[config.mk]
export PLATFORM = sky130hd
export DESIGN_NAME = mod_exp_top
export DESIGN_NICKNAME = d
export VERILOG_FILES = /design/src/mont_pkg.sv /design/src/operand_loader.sv /design/src/exp_sequencer.sv /design/src/mont_mul.sv /design/src/result_unloader.sv /design/src/mod_exp_top.sv
export SDC_FILE = /design/constraint.sdc
export NUM_CORES = 2
export LEC_CHECK = 0
export BUFFER_PORTS_ARGS = -buffer_cell sky130_fd_sc_hd__buf_4
export CAP_MARGIN = 0
export CORE_AREA = 2 2 356 358
export DETAILED_ROUTE_END_ITERATION = 16
export DIE_AREA = 0 0 358 360
export MAX_ROUTING_LAYER = met4
export RECOVER_POWER = 50
export SYNTH_ARGS = -nofsm -noshare
export SYNTH_HDL_FRONTEND = slang
export SYNTH_SLANG_ARGS = --single-unit
[constraint.sdc]
create_clock -name clk -period 15.98 [get_ports clk]
set_input_delay 3.196 -clock clk [delete_from_list [all_inputs] [get_ports clk]]
set_output_delay 3.196 -clock clk [all_outputs]
set_load 0.05 [all_outputs]
[src/mont_pkg.sv]
//####################################################################
// default sizes keep the modulus at 64 bits; operands are LS word first
//####################################################################
`default_nettype none

package mont_pkg;

	localparam int word_w_default    = 16; // bits per word
	localparam int num_words_default = 4;  // words per operand

	// exponent sequencer states
	typedef enum logic [2:0] {
		idle,      // waiting for start
		wait_load, // operand words arriving
		to_mont,   // m into montgomery form
		scan_skip, // drop leading zero bits of e
		square,
		multiply,
		next_bit,  // step to the next lower bit
		from_mont  // product with 1, back to normal form
	} exp_state_e;

	// montgomery product opcodes
	typedef enum logic [1:0] {
		op_to_mont,  // m_bar = m * r2 mod n, c_bar = r mod n
		op_square,   // c_bar = c_bar * c_bar
		op_multiply, // c_bar = c_bar * m_bar
		op_from_mont // c_bar = c_bar * 1
	} mont_op_e;

endpackage

`default_nettype wire

[src/operand_loader.sv]
//####################################################################
// exactly NUM_WORDS load strobes follow each start; extra strobes dropped
//####################################################################
`timescale 1ns/1ps
`default_nettype none

module operand_loader #(
	parameter int WORD_W    = mont_pkg::word_w_default,
	parameter int NUM_WORDS = mont_pkg::num_words_default,
	localparam int IDX_W    = (NUM_WORDS > 1) ? $clog2(NUM_WORDS) : 1
) (
	input  wire               clk,
	input  wire               reset,
	input  wire               start,
	input  wire  [WORD_W-1:0] n0_prime,
	input  wire               load_valid,
	input  wire  [WORD_W-1:0] m_word,
	input  wire  [WORD_W-1:0] e_word,
	input  wire  [WORD_W-1:0] n_word,
	input  wire  [WORD_W-1:0] rmodn_word,
	input  wire  [WORD_W-1:0] r2modn_word,
	input  wire  [IDX_W-1:0]  e_index,
	input  wire  [IDX_W-1:0]  word_index,
	output logic              load_done,
	output logic              busy_load,
	output logic [WORD_W-1:0] e_word_rd,
	output logic [WORD_W-1:0] m_rd,
	output logic [WORD_W-1:0] n_rd,
	output logic [WORD_W-1:0] rmodn_rd,
	output logic [WORD_W-1:0] r2modn_rd,
	output logic [WORD_W-1:0] n0_prime_rd
);

	logic [WORD_W-1:0] m_mem [NUM_WORDS];
	logic [WORD_W-1:0] e_mem [NUM_WORDS];
	logic [WORD_W-1:0] n_mem [NUM_WORDS];
	logic [WORD_W-1:0] rmodn_mem [NUM_WORDS];
	logic [WORD_W-1:0] r2modn_mem [NUM_WORDS];
	logic [IDX_W-1:0]  load_cnt; // next word slot
	logic              take_start;
	logic              take_word;

	assign take_start = start && !busy_load;
	assign take_word  = busy_load && load_valid;

	always_ff @(posedge clk or posedge reset) begin
		if (reset) begin
			busy_load <= 1'b0;
			load_cnt  <= '0;
			load_done <= 1'b0;
		end else begin
			load_done <= 1'b0; // single cycle strobe
			if (take_start) begin
				busy_load <= 1'b1;
				load_cnt  <= '0;
			end else if (take_word) begin
				load_cnt <= load_cnt + 1'b1;
				if (load_cnt == IDX_W'(NUM_WORDS - 1)) begin // last word in
					busy_load <= 1'b0;
					load_done <= 1'b1;
				end
			end
		end
	end

	always_ff @(posedge clk) begin
		if (take_start)
			n0_prime_rd <= n0_prime; // held for the whole operation
		if (take_word) begin
			m_mem[load_cnt]      <= m_word;
			e_mem[load_cnt]      <= e_word;
			n_mem[load_cnt]      <= n_word;
			rmodn_mem[load_cnt]  <= rmodn_word;
			r2modn_mem[load_cnt] <= r2modn_word;
		end
	end

	// combinational read ports
	assign e_word_rd = e_mem[e_index];
	assign m_rd      = m_mem[word_index];
	assign n_rd      = n_mem[word_index];
	assign rmodn_rd  = rmodn_mem[word_index];
	assign r2modn_rd = r2modn_mem[word_index];

endmodule

`default_nettype wire

[src/exp_sequencer.sv]
//####################################################################
// one op in flight at a time; e scanned msb first, one bit per cycle
//####################################################################
`timescale 1ns/1ps
`default_nettype none

module exp_sequencer #(
	parameter int WORD_W    = mont_pkg::word_w_default,
	parameter int NUM_WORDS = mont_pkg::num_words_default,
	localparam int IDX_W    = (NUM_WORDS > 1) ? $clog2(NUM_WORDS) : 1
) (
	input  wire                  clk,
	input  wire                  reset,
	input  wire                  start,
	input  wire                  load_done,
	input  wire  [WORD_W-1:0]    e_word_rd,
	input  wire                  op_done,
	output logic [IDX_W-1:0]     e_index,
	output logic                 op_start,
	output mont_pkg::mont_op_e   op,
	output logic                 busy
);

	localparam int BIT_W = (WORD_W > 1) ? $clog2(WORD_W) : 1;

	mont_pkg::exp_state_e state;
	logic [BIT_W-1:0]     bit_idx;      // bit inside current e word
	logic [IDX_W-1:0]     next_e_index;
	logic [BIT_W-1:0]     next_bit_idx;
	logic                 e_bit;
	logic                 at_lsb;       // pointer on bit 0 of word 0

	assign e_bit  = e_word_rd[bit_idx];
	assign at_lsb = (e_index == '0) && (bit_idx == '0);

	// pointer one bit lower
	always_comb begin
		next_e_index = e_index;
		next_bit_idx = bit_idx - 1'b1;
		if (bit_idx == '0) begin
			next_e_index = e_index - 1'b1; // borrow into lower word
			next_bit_idx = BIT_W'(WORD_W - 1);
		end
	end

	always_ff @(posedge clk or posedge reset) begin
		if (reset) begin
			state    <= mont_pkg::idle;
			busy     <= 1'b0;
			op_start <= 1'b0;
			op       <= mont_pkg::op_to_mont;
			e_index  <= '0;
			bit_idx  <= '0;
		end else begin
			op_start <= 1'b0;
			case (state)
				mont_pkg::idle: if (start) begin
					busy  <= 1'b1;
					state <= mont_pkg::wait_load;
				end
				mont_pkg::wait_load: if (load_done) begin
					op       <= mont_pkg::op_to_mont;
					op_start <= 1'b1;
					e_index  <= IDX_W'(NUM_WORDS - 1); // start at msb of e
					bit_idx  <= BIT_W'(WORD_W - 1);
					state    <= mont_pkg::to_mont;
				end
				mont_pkg::to_mont: if (op_done)
					state <= mont_pkg::scan_skip;
				mont_pkg::scan_skip: begin
					if (e_bit) begin // top set bit, c_bar is r mod n so no square
						op       <= mont_pkg::op_multiply;
						op_start <= 1'b1;
						state    <= mont_pkg::multiply;
					end else if (at_lsb) begin // e == 0
						op       <= mont_pkg::op_from_mont;
						op_start <= 1'b1;
						state    <= mont_pkg::from_mont;
					end else begin
						e_index <= next_e_index;
						bit_idx <= next_bit_idx;
					end
				end
				mont_pkg::square: if (op_done) begin
					if (e_bit) begin
						op       <= mont_pkg::op_multiply;
						op_start <= 1'b1;
						state    <= mont_pkg::multiply;
					end else
						state <= mont_pkg::next_bit;
				end
				mont_pkg::multiply: if (op_done)
					state <= mont_pkg::next_bit;
				mont_pkg::next_bit: begin
					op_start <= 1'b1;
					if (at_lsb) begin
						op    <= mont_pkg::op_from_mont;
						state <= mont_pkg::from_mont;
					end else begin
						op      <= mont_pkg::op_square;
						e_index <= next_e_index;
						bit_idx <= next_bit_idx;
						state   <= mont_pkg::square;
					end
				end
				mont_pkg::from_mont: if (op_done) begin
					busy  <= 1'b0; // result taken by unloader this edge
					state <= mont_pkg::idle;
				end
				default: state <= mont_pkg::idle;
			endcase
		end
	end

endmodule

`default_nettype wire

[src/mont_mul.sv]
//####################################################################
// needs odd n and operands below n; results fully reduced below n
//####################################################################
`timescale 1ns/1ps
`default_nettype none

module mont_mul #(
	parameter int WORD_W    = mont_pkg::word_w_default,
	parameter int NUM_WORDS = mont_pkg::num_words_default,
	localparam int IDX_W    = (NUM_WORDS > 1) ? $clog2(NUM_WORDS) : 1
) (
	input  wire                          clk,
	input  wire                          reset,
	input  wire                          op_start,
	input  wire mont_pkg::mont_op_e      op,
	input  wire  [WORD_W-1:0]            m_rd,
	input  wire  [WORD_W-1:0]            n_rd,
	input  wire  [WORD_W-1:0]            rmodn_rd,
	input  wire  [WORD_W-1:0]            r2modn_rd,
	input  wire  [WORD_W-1:0]            n0_prime_rd,
	output logic [IDX_W-1:0]             word_index,
	output logic                         op_done,
	output logic                         result_ready,
	output logic [WORD_W*NUM_WORDS-1:0]  result_bus
);

	localparam int MAC_W = 2 * WORD_W;

	typedef enum logic [2:0] {
		ph_idle, ph_mul, ph_top, ph_quot, ph_red, ph_fold1, ph_fold2, ph_sub
	} phase_e;

	phase_e             phase;
	mont_pkg::mont_op_e op_r;
	logic               step;                // 0 feeds the mac, 1 stores it
	logic [IDX_W-1:0]   i_cnt, j_cnt;        // outer and inner word
	logic               i_last, j_last;
	logic [WORD_W-1:0]  c_bar [NUM_WORDS];
	logic [WORD_W-1:0]  m_bar [NUM_WORDS];
	logic [WORD_W-1:0]  v [NUM_WORDS+2];     // running sum, two spare top words
	logic [WORD_W-1:0]  diff [NUM_WORDS];    // v - n words
	logic [WORD_W-1:0]  fin [NUM_WORDS];
	logic [WORD_W-1:0]  carry, q, x_word, y_word;
	logic [WORD_W-1:0]  mac_x, mac_y, mac_z, mac_cin;
	logic [MAC_W-1:0]   mac_r;               // registered multiply-add
	logic [WORD_W:0]    sub_full;
	logic               borrow, use_diff, first_row;

	assign word_index = j_cnt; // every loader word follows the inner index
	assign i_last     = (i_cnt == IDX_W'(NUM_WORDS - 1));
	assign j_last     = (j_cnt == IDX_W'(NUM_WORDS - 1));
	assign first_row  = (op_r == mont_pkg::op_to_mont) && (i_cnt == '0);

	always_comb begin
		case (op_r)
			mont_pkg::op_to_mont:  begin x_word = m_bar[i_cnt]; y_word = r2modn_rd; end
			mont_pkg::op_multiply: begin x_word = c_bar[i_cnt]; y_word = m_bar[j_cnt]; end
			mont_pkg::op_from_mont: begin
				x_word = (i_cnt == '0) ? WORD_W'(1) : '0; // the constant 1
				y_word = c_bar[j_cnt];
			end
			default:               begin x_word = c_bar[i_cnt]; y_word = c_bar[j_cnt]; end
		endcase
	end

	// mac operand select per phase
	always_comb begin
		mac_x   = '0;
		mac_y   = '0;
		mac_z   = '0;
		mac_cin = '0;
		case (phase)
			ph_mul: begin
				mac_x   = x_word;
				mac_y   = y_word;
				mac_z   = v[j_cnt];
				mac_cin = (j_cnt == '0) ? '0 : carry;
			end
			ph_top:   begin mac_z = v[NUM_WORDS]; mac_cin = carry; end
			ph_quot:  begin mac_x = v[0]; mac_y = n0_prime_rd; end // low word only
			ph_red: begin
				mac_x   = q;
				mac_y   = n_rd;
				mac_z   = v[j_cnt];
				mac_cin = (j_cnt == '0) ? '0 : carry;
			end
			ph_fold1: begin mac_z = v[NUM_WORDS]; mac_cin = carry; end
			ph_fold2: begin mac_z = v[NUM_WORDS+1]; mac_cin = carry; end
			default: ;
		endcase
	end

	// word-serial v - n, final select on the last word
	always_comb begin
		sub_full = {1'b0, v[j_cnt]} - {1'b0, n_rd} - {{WORD_W{1'b0}}, borrow};
		use_diff = (v[NUM_WORDS] != '0) || !sub_full[WORD_W]; // v >= n
		for (int w = 0; w < NUM_WORDS; w++) begin
			if (!use_diff)
				fin[w] = v[w];
			else if (w == NUM_WORDS - 1)
				fin[w] = sub_full[WORD_W-1:0];
			else
				fin[w] = diff[w];
			result_bus[w*WORD_W +: WORD_W] = c_bar[w];
		end
	end

	always_ff @(posedge clk or posedge reset) begin
		if (reset) begin
			phase        <= ph_idle;
			op_r         <= mont_pkg::op_to_mont;
			step         <= 1'b0;
			i_cnt        <= '0;
			j_cnt        <= '0;
			op_done      <= 1'b0;
			result_ready <= 1'b0;
		end else begin
			op_done      <= 1'b0;
			result_ready <= 1'b0;
			if (phase == ph_idle) begin
				if (op_start) begin
					op_r  <= op;
					phase <= ph_mul;
				end
			end else if (phase == ph_sub) begin
				j_cnt <= j_last ? '0 : j_cnt + 1'b1;
				if (j_last) begin // result written this edge
					phase        <= ph_idle;
					op_done      <= 1'b1;
					result_ready <= (op_r == mont_pkg::op_from_mont);
				end
			end else if (!step)
				step <= 1'b1;
			else begin
				step <= 1'b0;
				case (phase)
					ph_mul, ph_red: begin
						j_cnt <= j_last ? '0 : j_cnt + 1'b1;
						if (j_last)
							phase <= (phase == ph_mul) ? ph_top : ph_fold1;
					end
					ph_top:   phase <= ph_quot;
					ph_quot:  phase <= ph_red;
					ph_fold1: phase <= ph_fold2;
					ph_fold2: begin
						i_cnt <= i_last ? '0 : i_cnt + 1'b1;
						phase <= i_last ? ph_sub : ph_mul;
					end
					default:  phase <= ph_idle;
				endcase
			end
		end
	end

	always_ff @(posedge clk) begin
		if (phase == ph_idle && op_start) begin
			for (int w = 0; w < NUM_WORDS + 2; w++)
				v[w] <= '0;
			if (op == mont_pkg::op_to_mont)
				m_bar[0] <= m_rd; // outer word 0 needed before the copy row
		end
		if (phase != ph_idle && phase != ph_sub && !step)
			mac_r <= MAC_W'(mac_x) * MAC_W'(mac_y) + MAC_W'(mac_z) + MAC_W'(mac_cin);
		if (step) begin
			case (phase)
				ph_mul: begin
					v[j_cnt] <= mac_r[WORD_W-1:0];
					carry    <= mac_r[MAC_W-1:WORD_W];
					if (first_row) begin // copy m, preset c_bar to r mod n
						m_bar[j_cnt] <= m_rd;
						c_bar[j_cnt] <= rmodn_rd;
					end
				end
				ph_top: begin
					v[NUM_WORDS]   <= mac_r[WORD_W-1:0];
					v[NUM_WORDS+1] <= mac_r[MAC_W-1:WORD_W];
				end
				ph_quot: q <= mac_r[WORD_W-1:0];
				ph_red: begin
					if (j_cnt != '0)
						v[j_cnt - 1'b1] <= mac_r[WORD_W-1:0]; // shift down one word
					carry <= mac_r[MAC_W-1:WORD_W];
				end
				ph_fold1: begin
					v[NUM_WORDS-1] <= mac_r[WORD_W-1:0];
					carry          <= mac_r[MAC_W-1:WORD_W];
				end
				ph_fold2: begin
					v[NUM_WORDS] <= mac_r[WORD_W-1:0];
					borrow       <= 1'b0; // ready for subtract pass
				end
				default: ;
			endcase
		end
		if (phase == ph_sub) begin
			diff[j_cnt] <= sub_full[WORD_W-1:0];
			borrow      <= sub_full[WORD_W];
			if (j_last) begin
				for (int w = 0; w < NUM_WORDS; w++) begin
					if (op_r == mont_pkg::op_to_mont)
						m_bar[w] <= fin[w];
					else
						c_bar[w] <= fin[w];
				end
			end
		end
	end

endmodule

`default_nettype wire

[src/result_unloader.sv]
//####################################################################
// no back-pressure; words leave on consecutive cycles, LS word first
//####################################################################
`timescale 1ns/1ps
`default_nettype none

module result_unloader #(
	parameter int WORD_W    = mont_pkg::word_w_default,
	parameter int NUM_WORDS = mont_pkg::num_words_default,
	localparam int IDX_W    = (NUM_WORDS > 1) ? $clog2(NUM_WORDS) : 1
) (
	input  wire                         clk,
	input  wire                         reset,
	input  wire                         result_ready,
	input  wire  [WORD_W*NUM_WORDS-1:0] result_bus,
	output logic                        res_valid,
	output logic [WORD_W-1:0]           res_word
);

	logic [WORD_W*NUM_WORDS-1:0] res_buf; // private copy, frees mont_mul
	logic [IDX_W-1:0]            out_cnt;
	logic                        out_last;

	assign out_last = (out_cnt == IDX_W'(NUM_WORDS - 1));
	assign res_word = res_buf[WORD_W-1:0];

	always_ff @(posedge clk or posedge reset) begin
		if (reset) begin
			res_valid <= 1'b0;
			out_cnt   <= '0;
		end else if (result_ready) begin
			res_valid <= 1'b1;
			out_cnt   <= '0;
		end else if (res_valid) begin
			res_valid <= !out_last;
			out_cnt   <= out_last ? '0 : out_cnt + 1'b1;
		end
	end

	always_ff @(posedge clk) begin
		if (result_ready)
			res_buf <= result_bus;
		else if (res_valid)
			res_buf <= res_buf >> WORD_W; // next word to the bottom
	end

endmodule

`default_nettype wire

[src/mod_exp_top.sv]
//####################################################################
// n odd and > 1, m < n; r mod n, r2 mod n and n0_prime come from the user
//####################################################################
`timescale 1ns/1ps
`default_nettype none

module mod_exp_top #(
	parameter int WORD_W    = mont_pkg::word_w_default,
	parameter int NUM_WORDS = mont_pkg::num_words_default
) (
	input  wire               clk,
	input  wire               reset,
	input  wire               start,
	input  wire  [WORD_W-1:0] n0_prime,
	input  wire               load_valid,
	input  wire  [WORD_W-1:0] m_word,
	input  wire  [WORD_W-1:0] e_word,
	input  wire  [WORD_W-1:0] n_word,
	input  wire  [WORD_W-1:0] rmodn_word,
	input  wire  [WORD_W-1:0] r2modn_word,
	output logic              busy,
	output logic              res_valid,
	output logic [WORD_W-1:0] res_word
);

	localparam int IDX_W = (NUM_WORDS > 1) ? $clog2(NUM_WORDS) : 1;

	wire                        start_ok;     // start outside busy
	wire                        busy_load, seq_busy, load_done;
	wire                        op_start, op_done, result_ready;
	wire mont_pkg::mont_op_e    op;
	wire [IDX_W-1:0]            e_index, word_index;
	wire [WORD_W-1:0]           e_word_rd, m_rd, n_rd, rmodn_rd, r2modn_rd, n0_prime_rd;
	wire [WORD_W*NUM_WORDS-1:0] result_bus;

	assign busy     = seq_busy | busy_load;
	assign start_ok = start & ~busy;

	operand_loader #(.WORD_W(WORD_W), .NUM_WORDS(NUM_WORDS)) operand_loader_inst (
		.clk(clk), .reset(reset), .start(start_ok), .n0_prime(n0_prime),
		.load_valid(load_valid), .m_word(m_word), .e_word(e_word), .n_word(n_word),
		.rmodn_word(rmodn_word), .r2modn_word(r2modn_word),
		.e_index(e_index), .word_index(word_index),
		.load_done(load_done), .busy_load(busy_load), .e_word_rd(e_word_rd),
		.m_rd(m_rd), .n_rd(n_rd), .rmodn_rd(rmodn_rd), .r2modn_rd(r2modn_rd),
		.n0_prime_rd(n0_prime_rd)
	);

	exp_sequencer #(.WORD_W(WORD_W), .NUM_WORDS(NUM_WORDS)) exp_sequencer_inst (
		.clk(clk), .reset(reset), .start(start_ok), .load_done(load_done),
		.e_word_rd(e_word_rd), .op_done(op_done),
		.e_index(e_index), .op_start(op_start), .op(op), .busy(seq_busy)
	);

	mont_mul #(.WORD_W(WORD_W), .NUM_WORDS(NUM_WORDS)) mont_mul_inst (
		.clk(clk), .reset(reset), .op_start(op_start), .op(op),
		.m_rd(m_rd), .n_rd(n_rd), .rmodn_rd(rmodn_rd), .r2modn_rd(r2modn_rd),
		.n0_prime_rd(n0_prime_rd), .word_index(word_index),
		.op_done(op_done), .result_ready(result_ready), .result_bus(result_bus)
	);

	result_unloader #(.WORD_W(WORD_W), .NUM_WORDS(NUM_WORDS)) result_unloader_inst (
		.clk(clk), .reset(reset), .result_ready(result_ready), .result_bus(result_bus),
		.res_valid(res_valid), .res_word(res_word)
	);

endmodule

`default_nettype wire

Word-level counts from Yosys, hierarchy flattened
Memory sizes are Yosys's and may differ from the RTL's.
Index checks and enable logic that the tools add are counted.
Storage, ports and cells
  bits in writable memories: 608
  logic and storage cells: 287
  flip-flop bits (word level): 177
  memories: 9
Memories
  mont_mul_inst.v: words 6, bits a word 16, read ports 7, clocked after memory_dff 0, write ports 6, line mont_mul.sv:40  | logic [WORD_W-1:0] v [NUM_WORDS+2];
  mont_mul_inst.c_bar: words 4, bits a word 16, read ports 6, clocked after memory_dff 0, write ports 4, line mont_mul.sv:38  | logic [WORD_W-1:0] c_bar [NUM_WORDS];
  mont_mul_inst.diff: words 4, bits a word 16, read ports 3, clocked after memory_dff 0, write ports 1, line mont_mul.sv:41  | logic [WORD_W-1:0] diff [NUM_WORDS];
  mont_mul_inst.m_bar: words 4, bits a word 16, read ports 2, clocked after memory_dff 0, write ports 4, line mont_mul.sv:39  | logic [WORD_W-1:0] m_bar [NUM_WORDS];
  operand_loader_inst.e_mem: words 4, bits a word 16, read ports 1, clocked after memory_dff 0, write ports 1, line operand_loader.sv:35  | logic [WORD_W-1:0] e_mem [NUM_WORDS];
  operand_loader_inst.m_mem: words 4, bits a word 16, read ports 1, clocked after memory_dff 0, write ports 1, line operand_loader.sv:34  | logic [WORD_W-1:0] m_mem [NUM_WORDS];
  +3 memories
Cells by class
  multiply operators: 1
  reduce and logical (&&, ||, !) cells: 54
  bitwise operators: 10
  eq/ne operators: 33
  add/subtract/negate cells: 11
  mux-type cells: 144
  order comparisons: 1
Operators with widths (number)
  16-bit 2-to-1 mux: 14
  16-bit one-hot mux with 3 select lines: 3
  64-bit 2-to-1 mux: 2
  16-bit one-hot mux with 2 select lines: 3
  1-bit 2-to-1 mux: 68
  32-bit by 16-bit adder with 32-bit output: 2
  16-bit OR reduction: 4
  3-bit 2-to-1 mux: 18
  2-bit 2-to-1 mux: 24
  16-bit by 16-bit multiplier with 32-bit output: 1
  3-bit == test (second input constant): 8
  3-bit one-hot mux with 8 select lines: 1
  16-bit by 16-bit subtractor with 17-bit output: 1
  17-bit by 1-bit subtractor with 17-bit output: 1
  4-bit 2-to-1 mux: 4
  16-bit nonzero test: 1
  2-bit nonzero test: 8
  3-bit one-hot mux with 5 select lines: 1
  2-bit == test (second input constant): 6
  3-bit by 2-bit == test with 1-bit output (second input constant): 4
  4-bit one-hot mux with 3 select lines: 1
  2-bit AND reduction: 6
  2-bit logical NOT: 5
  2-bit by 1-bit inequality test with 1-bit output (second input constant): 5
  29 further kinds: 63

Logic depth before layout (Yosys ltp)
  depth after elaboration: 8
  gate-level depth with buffers: 34

Cells and area by module
A second synthesis with hierarchy kept.
Second synthesis, totals
  cell total of the unflattened synthesis: 3326
  area, all modules: 44783.0 um2
By module, submodules not included
  mont_mul: cells each 2581, area an instance 28433.5 um2, times used 1
  operand_loader: cells each 458, area an instance 12351.8 um2, times used 1
  result_unloader: cells each 164, area an instance 2901.5 um2, times used 1
  exp_sequencer: cells each 121, area an instance 1082.3 um2, times used 1
  mod_exp_top: cells each 2, area an instance 13.8 um2, times used 1

Least setup slack after synthesis
Ideal clock, no wire load.
  path kind: flip-flop to flip-flop
  start point: register mont_mul_inst.j_cnt[1], in the netlist mont_mul_inst.word_index[1]
  end point: register mont_mul_inst.mac_r[31], data pin
  setup slack: 7858 ps
  path buffers: 9
  library setup time: 260 ps
  arrival time: 7863 ps
  cell stages (with the launch flop): 34
  required time: 15720 ps
  clock period less this slack: 8122 ps
  path through: dfrtp_1 > buf_2 > buf_2 > buf_2 > buf_1 > clkbuf_1 > buf_2 > inv_1 > ha_1 > clkbuf_1 > inv_1 > a21oi_1 > o21ai_1 > clkbuf_1 > nand2_1 > fa_1 > fa_1 > inv_1 > fa_1 > fa_1 > inv_1 > fa_1 > inv_1 > ha_1 > clkbuf_1 > a21oi_1 > o21ai_0 > a31o_2 > o21ai_0 > a31oi_1 > o21bai_1 > o2111ai_1 > a21oi_1 > xnor2_1
Between the ends
  word-level cells in the longest chain between the ends: 6
  elaborated cells on any way between the ends: 14
  classes of those cells: 2 x add/sub; 1 x mul; 5 x mux; 1 x reduce/logical; 5 x memory
RTL lines
  from (decl): line mont_mul.sv:36  | logic [IDX_W-1:0] i_cnt, j_cnt;
  from (signal assigned): line mont_mul.sv:126  | j_cnt <= j_last ? '0 : j_cnt + 1'b1;
  from (signal assigned): line mont_mul.sv:138  | j_cnt <= j_last ? '0 : j_cnt + 1'b1;
  memory read 4 x 16 bit (on tied branches)
  16-bit one-hot mux with 2 select lines: line mont_mul.sv:55  | case (op_r)
  16-bit one-hot mux with 3 select lines: line mont_mul.sv:72  | case (phase)
  16-bit by 16-bit multiplier with 32-bit output: line mont_mul.sv:163  | mac_r <= MAC_W'(mac_x) * MAC_W'(mac_y) + MAC_W'(mac_z) + MAC_W'(mac_cin);
  32-bit by 16-bit adder with 32-bit output: line mont_mul.sv:163
  32-bit by 16-bit adder with 32-bit output *: line mont_mul.sv:163
  to (signal assigned): line mont_mul.sv:163
  to (decl): line mont_mul.sv:45  | logic [MAC_W-1:0] mac_r;
Mark *: on every way between the ends. The rest lies on a longest branch, timed or not.
A chain may end at the register's enable or synchronous reset.

Worst setup path in the final report
Ends and elaborated chain as after synthesis.

==> metrics.md <==
| Metric | Value |
|---|---|
| Status | `finished with violations` |
| Failing checks | `capacitance limit, slew limit` |
| Core area | `125,000 sq um` |
| Row count | `130` |
| Initial DRC count | `2,873` |
| Hpwl dp | `91,500 microns` |
| Max Root-Sink Buffers | `3` |
| Cell family with most CP delay | `buffers and inverters` |
| Highest Clock Rate | `85.5 MHz` |
| Vias/cell | `5.27` |
| Area growth syn-to-layout | `11.7%` |
| Clk_lat worst skew | `0.68 ns` |
| Seq/Total Area, Yosys | `52.7%` |
| Crit path time final | `~12 ns` |
| Post-synthesis sequential element count | `769` |
| Slowest CP cell | `clkbuf_1` |
| Final Power | `4.42 mW` |
| Initial Util | `34.8%` |
| CTS H-Tree Depth | `3` |
| CP Launch Type | `flop` |
| Chip Width | `358 microns` |
| Most frequent cell after synthesis | `edfxtp_1` |
| Antenna-violating nets left | `0` |
| Predominant post-synthesis flop cell | `edfxtp_1` |
| Grt ovf | `0` |
| Hold Vio Cnt, Final | `0` |
| Finished Core Util | `between 30% and 40%` |
| CTS tree | `built` |
| Largest net degree at the start of global routing | `85` |
| First-pass detailed-route iteration total | `6` |
| Power per standard cell area | `91.0 nW/um^2` |
| FFs w/ async S/R, synth | `~4.2%` |
| Clock root cell | `clkbuf_16` |
| Relative slew slack | `-131%` |
| Syn Area/Cell | `13.5 sq um` |
| Layout Nets | `3,804` |
| RSZ-0062 raised after global routing | `no` |
| Die H | `about 360 microns` |
| Hold WS | `0.533 ns` |
| DR WL/cell | `24.6 microns` |
| Setup violators final | `0` |
| Synth area leaders | `edfxtp_1 51%, fa_1 10%, mux4_2 8.0%` |
| Worst Path Required | `16.38 ns` |
| Syn Nets | `between 3,000 and 4,000` |
| Clock Skews | `0.0420 ns` |
| Post CTS Setup Buffer Count | `0` |
| Most frequent CP cell | `fa_1` |
| Yosys warns | `0` |
| Post-synth EDFFs | `737` |
| Post_cts resized | `0` |
| Routed wire length | `about 120,000 microns` |
| WP buf/inv | `7` |
| CTS Buf Count | `83` |
| Die area | `between 100,000 and 150,000 sq um` |
| Max-cap violations | `8` |
| Vias in the first global route | `27,000` |
| Leading area contributor after synthesis | `edfxtp_1` |
| Top-level I/O count | `118` |
| Synth Instances | `3,224` |
| Leakage | `17.4 nW` |
| Max incr delay on CP | `2.48 ns` |
| Hold buffers post-CTS | `0` |
| Residual DRC | `0` |
| IO buf count | `117` |
| Post-Syn Area | `43,500 sq um` |
| First-pass GRT wire length | `186,000 microns` |
| Arrival time at the worst endpoint | `12.10 ns` |
| Clk sink count | `769` |
| Via count | `26,600` |
| Synth cell count leaders | `737 x edfxtp_1, 373 x inv_1, 285 x nand2_1` |
| Crit Path Category | `reg -> reg` |
| HP Class | `reg -> reg` |
| Final slew viol count | `roughly 280` |
| Final period util | `73.2%` |
| Worst-Margin Slew | `roughly 3.5 ns` |
| Max Fanout on Critical Path | `47` |
| Peak supply drop | `~73 uV` |
| Synth top area share | `between 50 and 60%` |
| Clock-pin slew on the worst setup and hold paths | `roughly 0.06 ns` |
| Initial antenna violation count | `9` |
| Placer Congestion | `0.924` |
| Netlist cell types | `72` |
| GRT Total Usage | `20.1%` |
| Share of cells above drive strength 1 | `13.0%` |
| CP endpoint kind | `flop` |
| Setup TNS | `0 ns` |
## cell families after synthesis
kind of cell / after synthesis / synth area share [%]
AO/OA/AOI/OAI: 463 / 6.78
XOR/XNOR: 44 / 0.886
adder cells (fa/ha/maj): 380 / 14.9
buffers and inverters: 536 / 4.90
flip-flops: 769 / 52.7
multiplexers: 331 / 12.5
AND/OR/NAND/NOR: 701 / 7.34
## where the power goes
| part | internal (mW) | switching [mW] | total [mW] |
|---|---|---|---|
| clock network | 1.11 | 0.831 | 1.94 |
| registers | 2.27 | 0.0157 | 2.29 |
| logic | 0.0524 | 0.138 | 0.190 |
| total | 3.43 | 0.985 | 4.42 |
## area by class of cell
| type | instances | area (sq um) |
|---|---|---|
| Antenna cell | 5 | 12.5 |
| Clock buffer | 102 | 2220 |
| Clock inverter | 48 | 503 |
| Fill cell | 11800 | 76400 |
| Inverter | 373 | 1400 |
| Multi-Input combinational cell | 1919 | 18500 |
| Sequential cell | 769 | 22900 |
| Tap cell | 1650 | 2060 |
| Timing Repair Buffer | 178 | 942 |
## routing by layer
metal | track usage (%) | vias up | share of wire [%]
met4 | 6.16 | 0 | 3.0
met2 | 31.9 | 1136 | 49
met3 | 3.18 | 175 | 7.4
met1 | 26.3 | 13500 | 41
li1 | - | 11800 | -
met5 | - | - | 0
## flip-flops by register name, summed over array words and instances, names as in the netlist, 3 cells and up
name / cells
mont_mul_inst.diff: 48
mont_mul_inst.m_bar: 64
mont_mul_inst.q: 16
mont_mul_inst.c_bar: 64
operand_loader_inst.m_mem: 64
result_unloader_inst.res_buf: 64
mont_mul_inst.v: 96
operand_loader_inst.n_mem: 64
operand_loader_inst.rmodn_mem: 64
mont_mul_inst.mac_r: 32
exp_sequencer_inst.bit_idx: 4
mont_mul_inst.phase: 3
operand_loader_inst.r2modn_mem: 64
mont_mul_inst.carry: 16
operand_loader_inst.n0_prime_rd: 16
operand_loader_inst.e_mem: 64
exp_sequencer_inst.state: 3
## worst reg2reg max path: cells and delay by family (launching register included)
kind / cells / cell delay [ns]
and+or+nand+nor: 5 / 0.56
DFF: 1 / 0.85
buffers and inverters: 7 / 3.83
AOI/OAI and AO/OA: 9 / 1.95
adders and majority gates: 7 / 3.47
xor gates and xnor gates: 1 / 0.13
muxes: 1 / 0.64
## worst paths after layout
kind / startpoint / endpoint / slack (ns) / cells past startpoint
max: mont_mul_inst.word_index[1]$_DFFE_PP0P_ / mont_mul_inst.mac_r[31]$_DFFE_PP_ / 4.28 / 30
max reg2reg: mont_mul_inst.word_index[1]$_DFFE_PP0P_ / mont_mul_inst.mac_r[31]$_DFFE_PP_ / 4.28 / 30
min reg2reg: result_unloader_inst.out_cnt[1]$_DFFE_PP0P_ / result_unloader_inst.out_cnt[1]$_DFFE_PP0P_ / 0.53 / 2
min: result_unloader_inst.out_cnt[1]$_DFFE_PP0P_ / result_unloader_inst.out_cnt[1]$_DFFE_PP0P_ / 0.53 / 2
min in group asynchronous: reset / exp_sequencer_inst.e_index[0]$_DFFE_PP0P_ / 3.36 / 3
max in group asynchronous: reset / mont_mul_inst.word_index[1]$_DFFE_PP0P_ / 11.01 / 3
## cell usage in the layout, fill, tap and decap left out, drive strengths merged, types with 7 or more instances in the layout
cell    synthesis  final
o22a           15     15
fa            228    228
a22oi          34     34
and2          111    111
nand2         287    287
and3           28     28
nor2b          11     11
inv           373    375
clkinv          0     36
or2            12     12
mux2           58     58
mux4          161    161
nor2          187    187
nand3          19     19
xnor2          35     35
o21ai         173    173
a21oi         103    103
o21a           35     35
buf            75     71
a21o           10     10
dfrtp          32     32
nor3           11     11
ha            152    152
edfxtp        737    737
clkbuf         88    209
mux2i         112    112
bufinv          0      7
o221ai         15     15
a221o          16     16
nand2b         19     19
o21bai          8      8
a31oi           7      7
xor2            9      9
## per-stage QoR
step,instance area (sq um),instances,setup slack (ns)
finish,48600,5044,4.28
global route,48600,5044,3.58
CTS,49000,5039,6.20
detailed placement,46300,4889,6.33
global placement,46300,4889,6.48
floorplan,43500,3224,7.86
No activity file was read; power rests on OpenSTA's default activity.
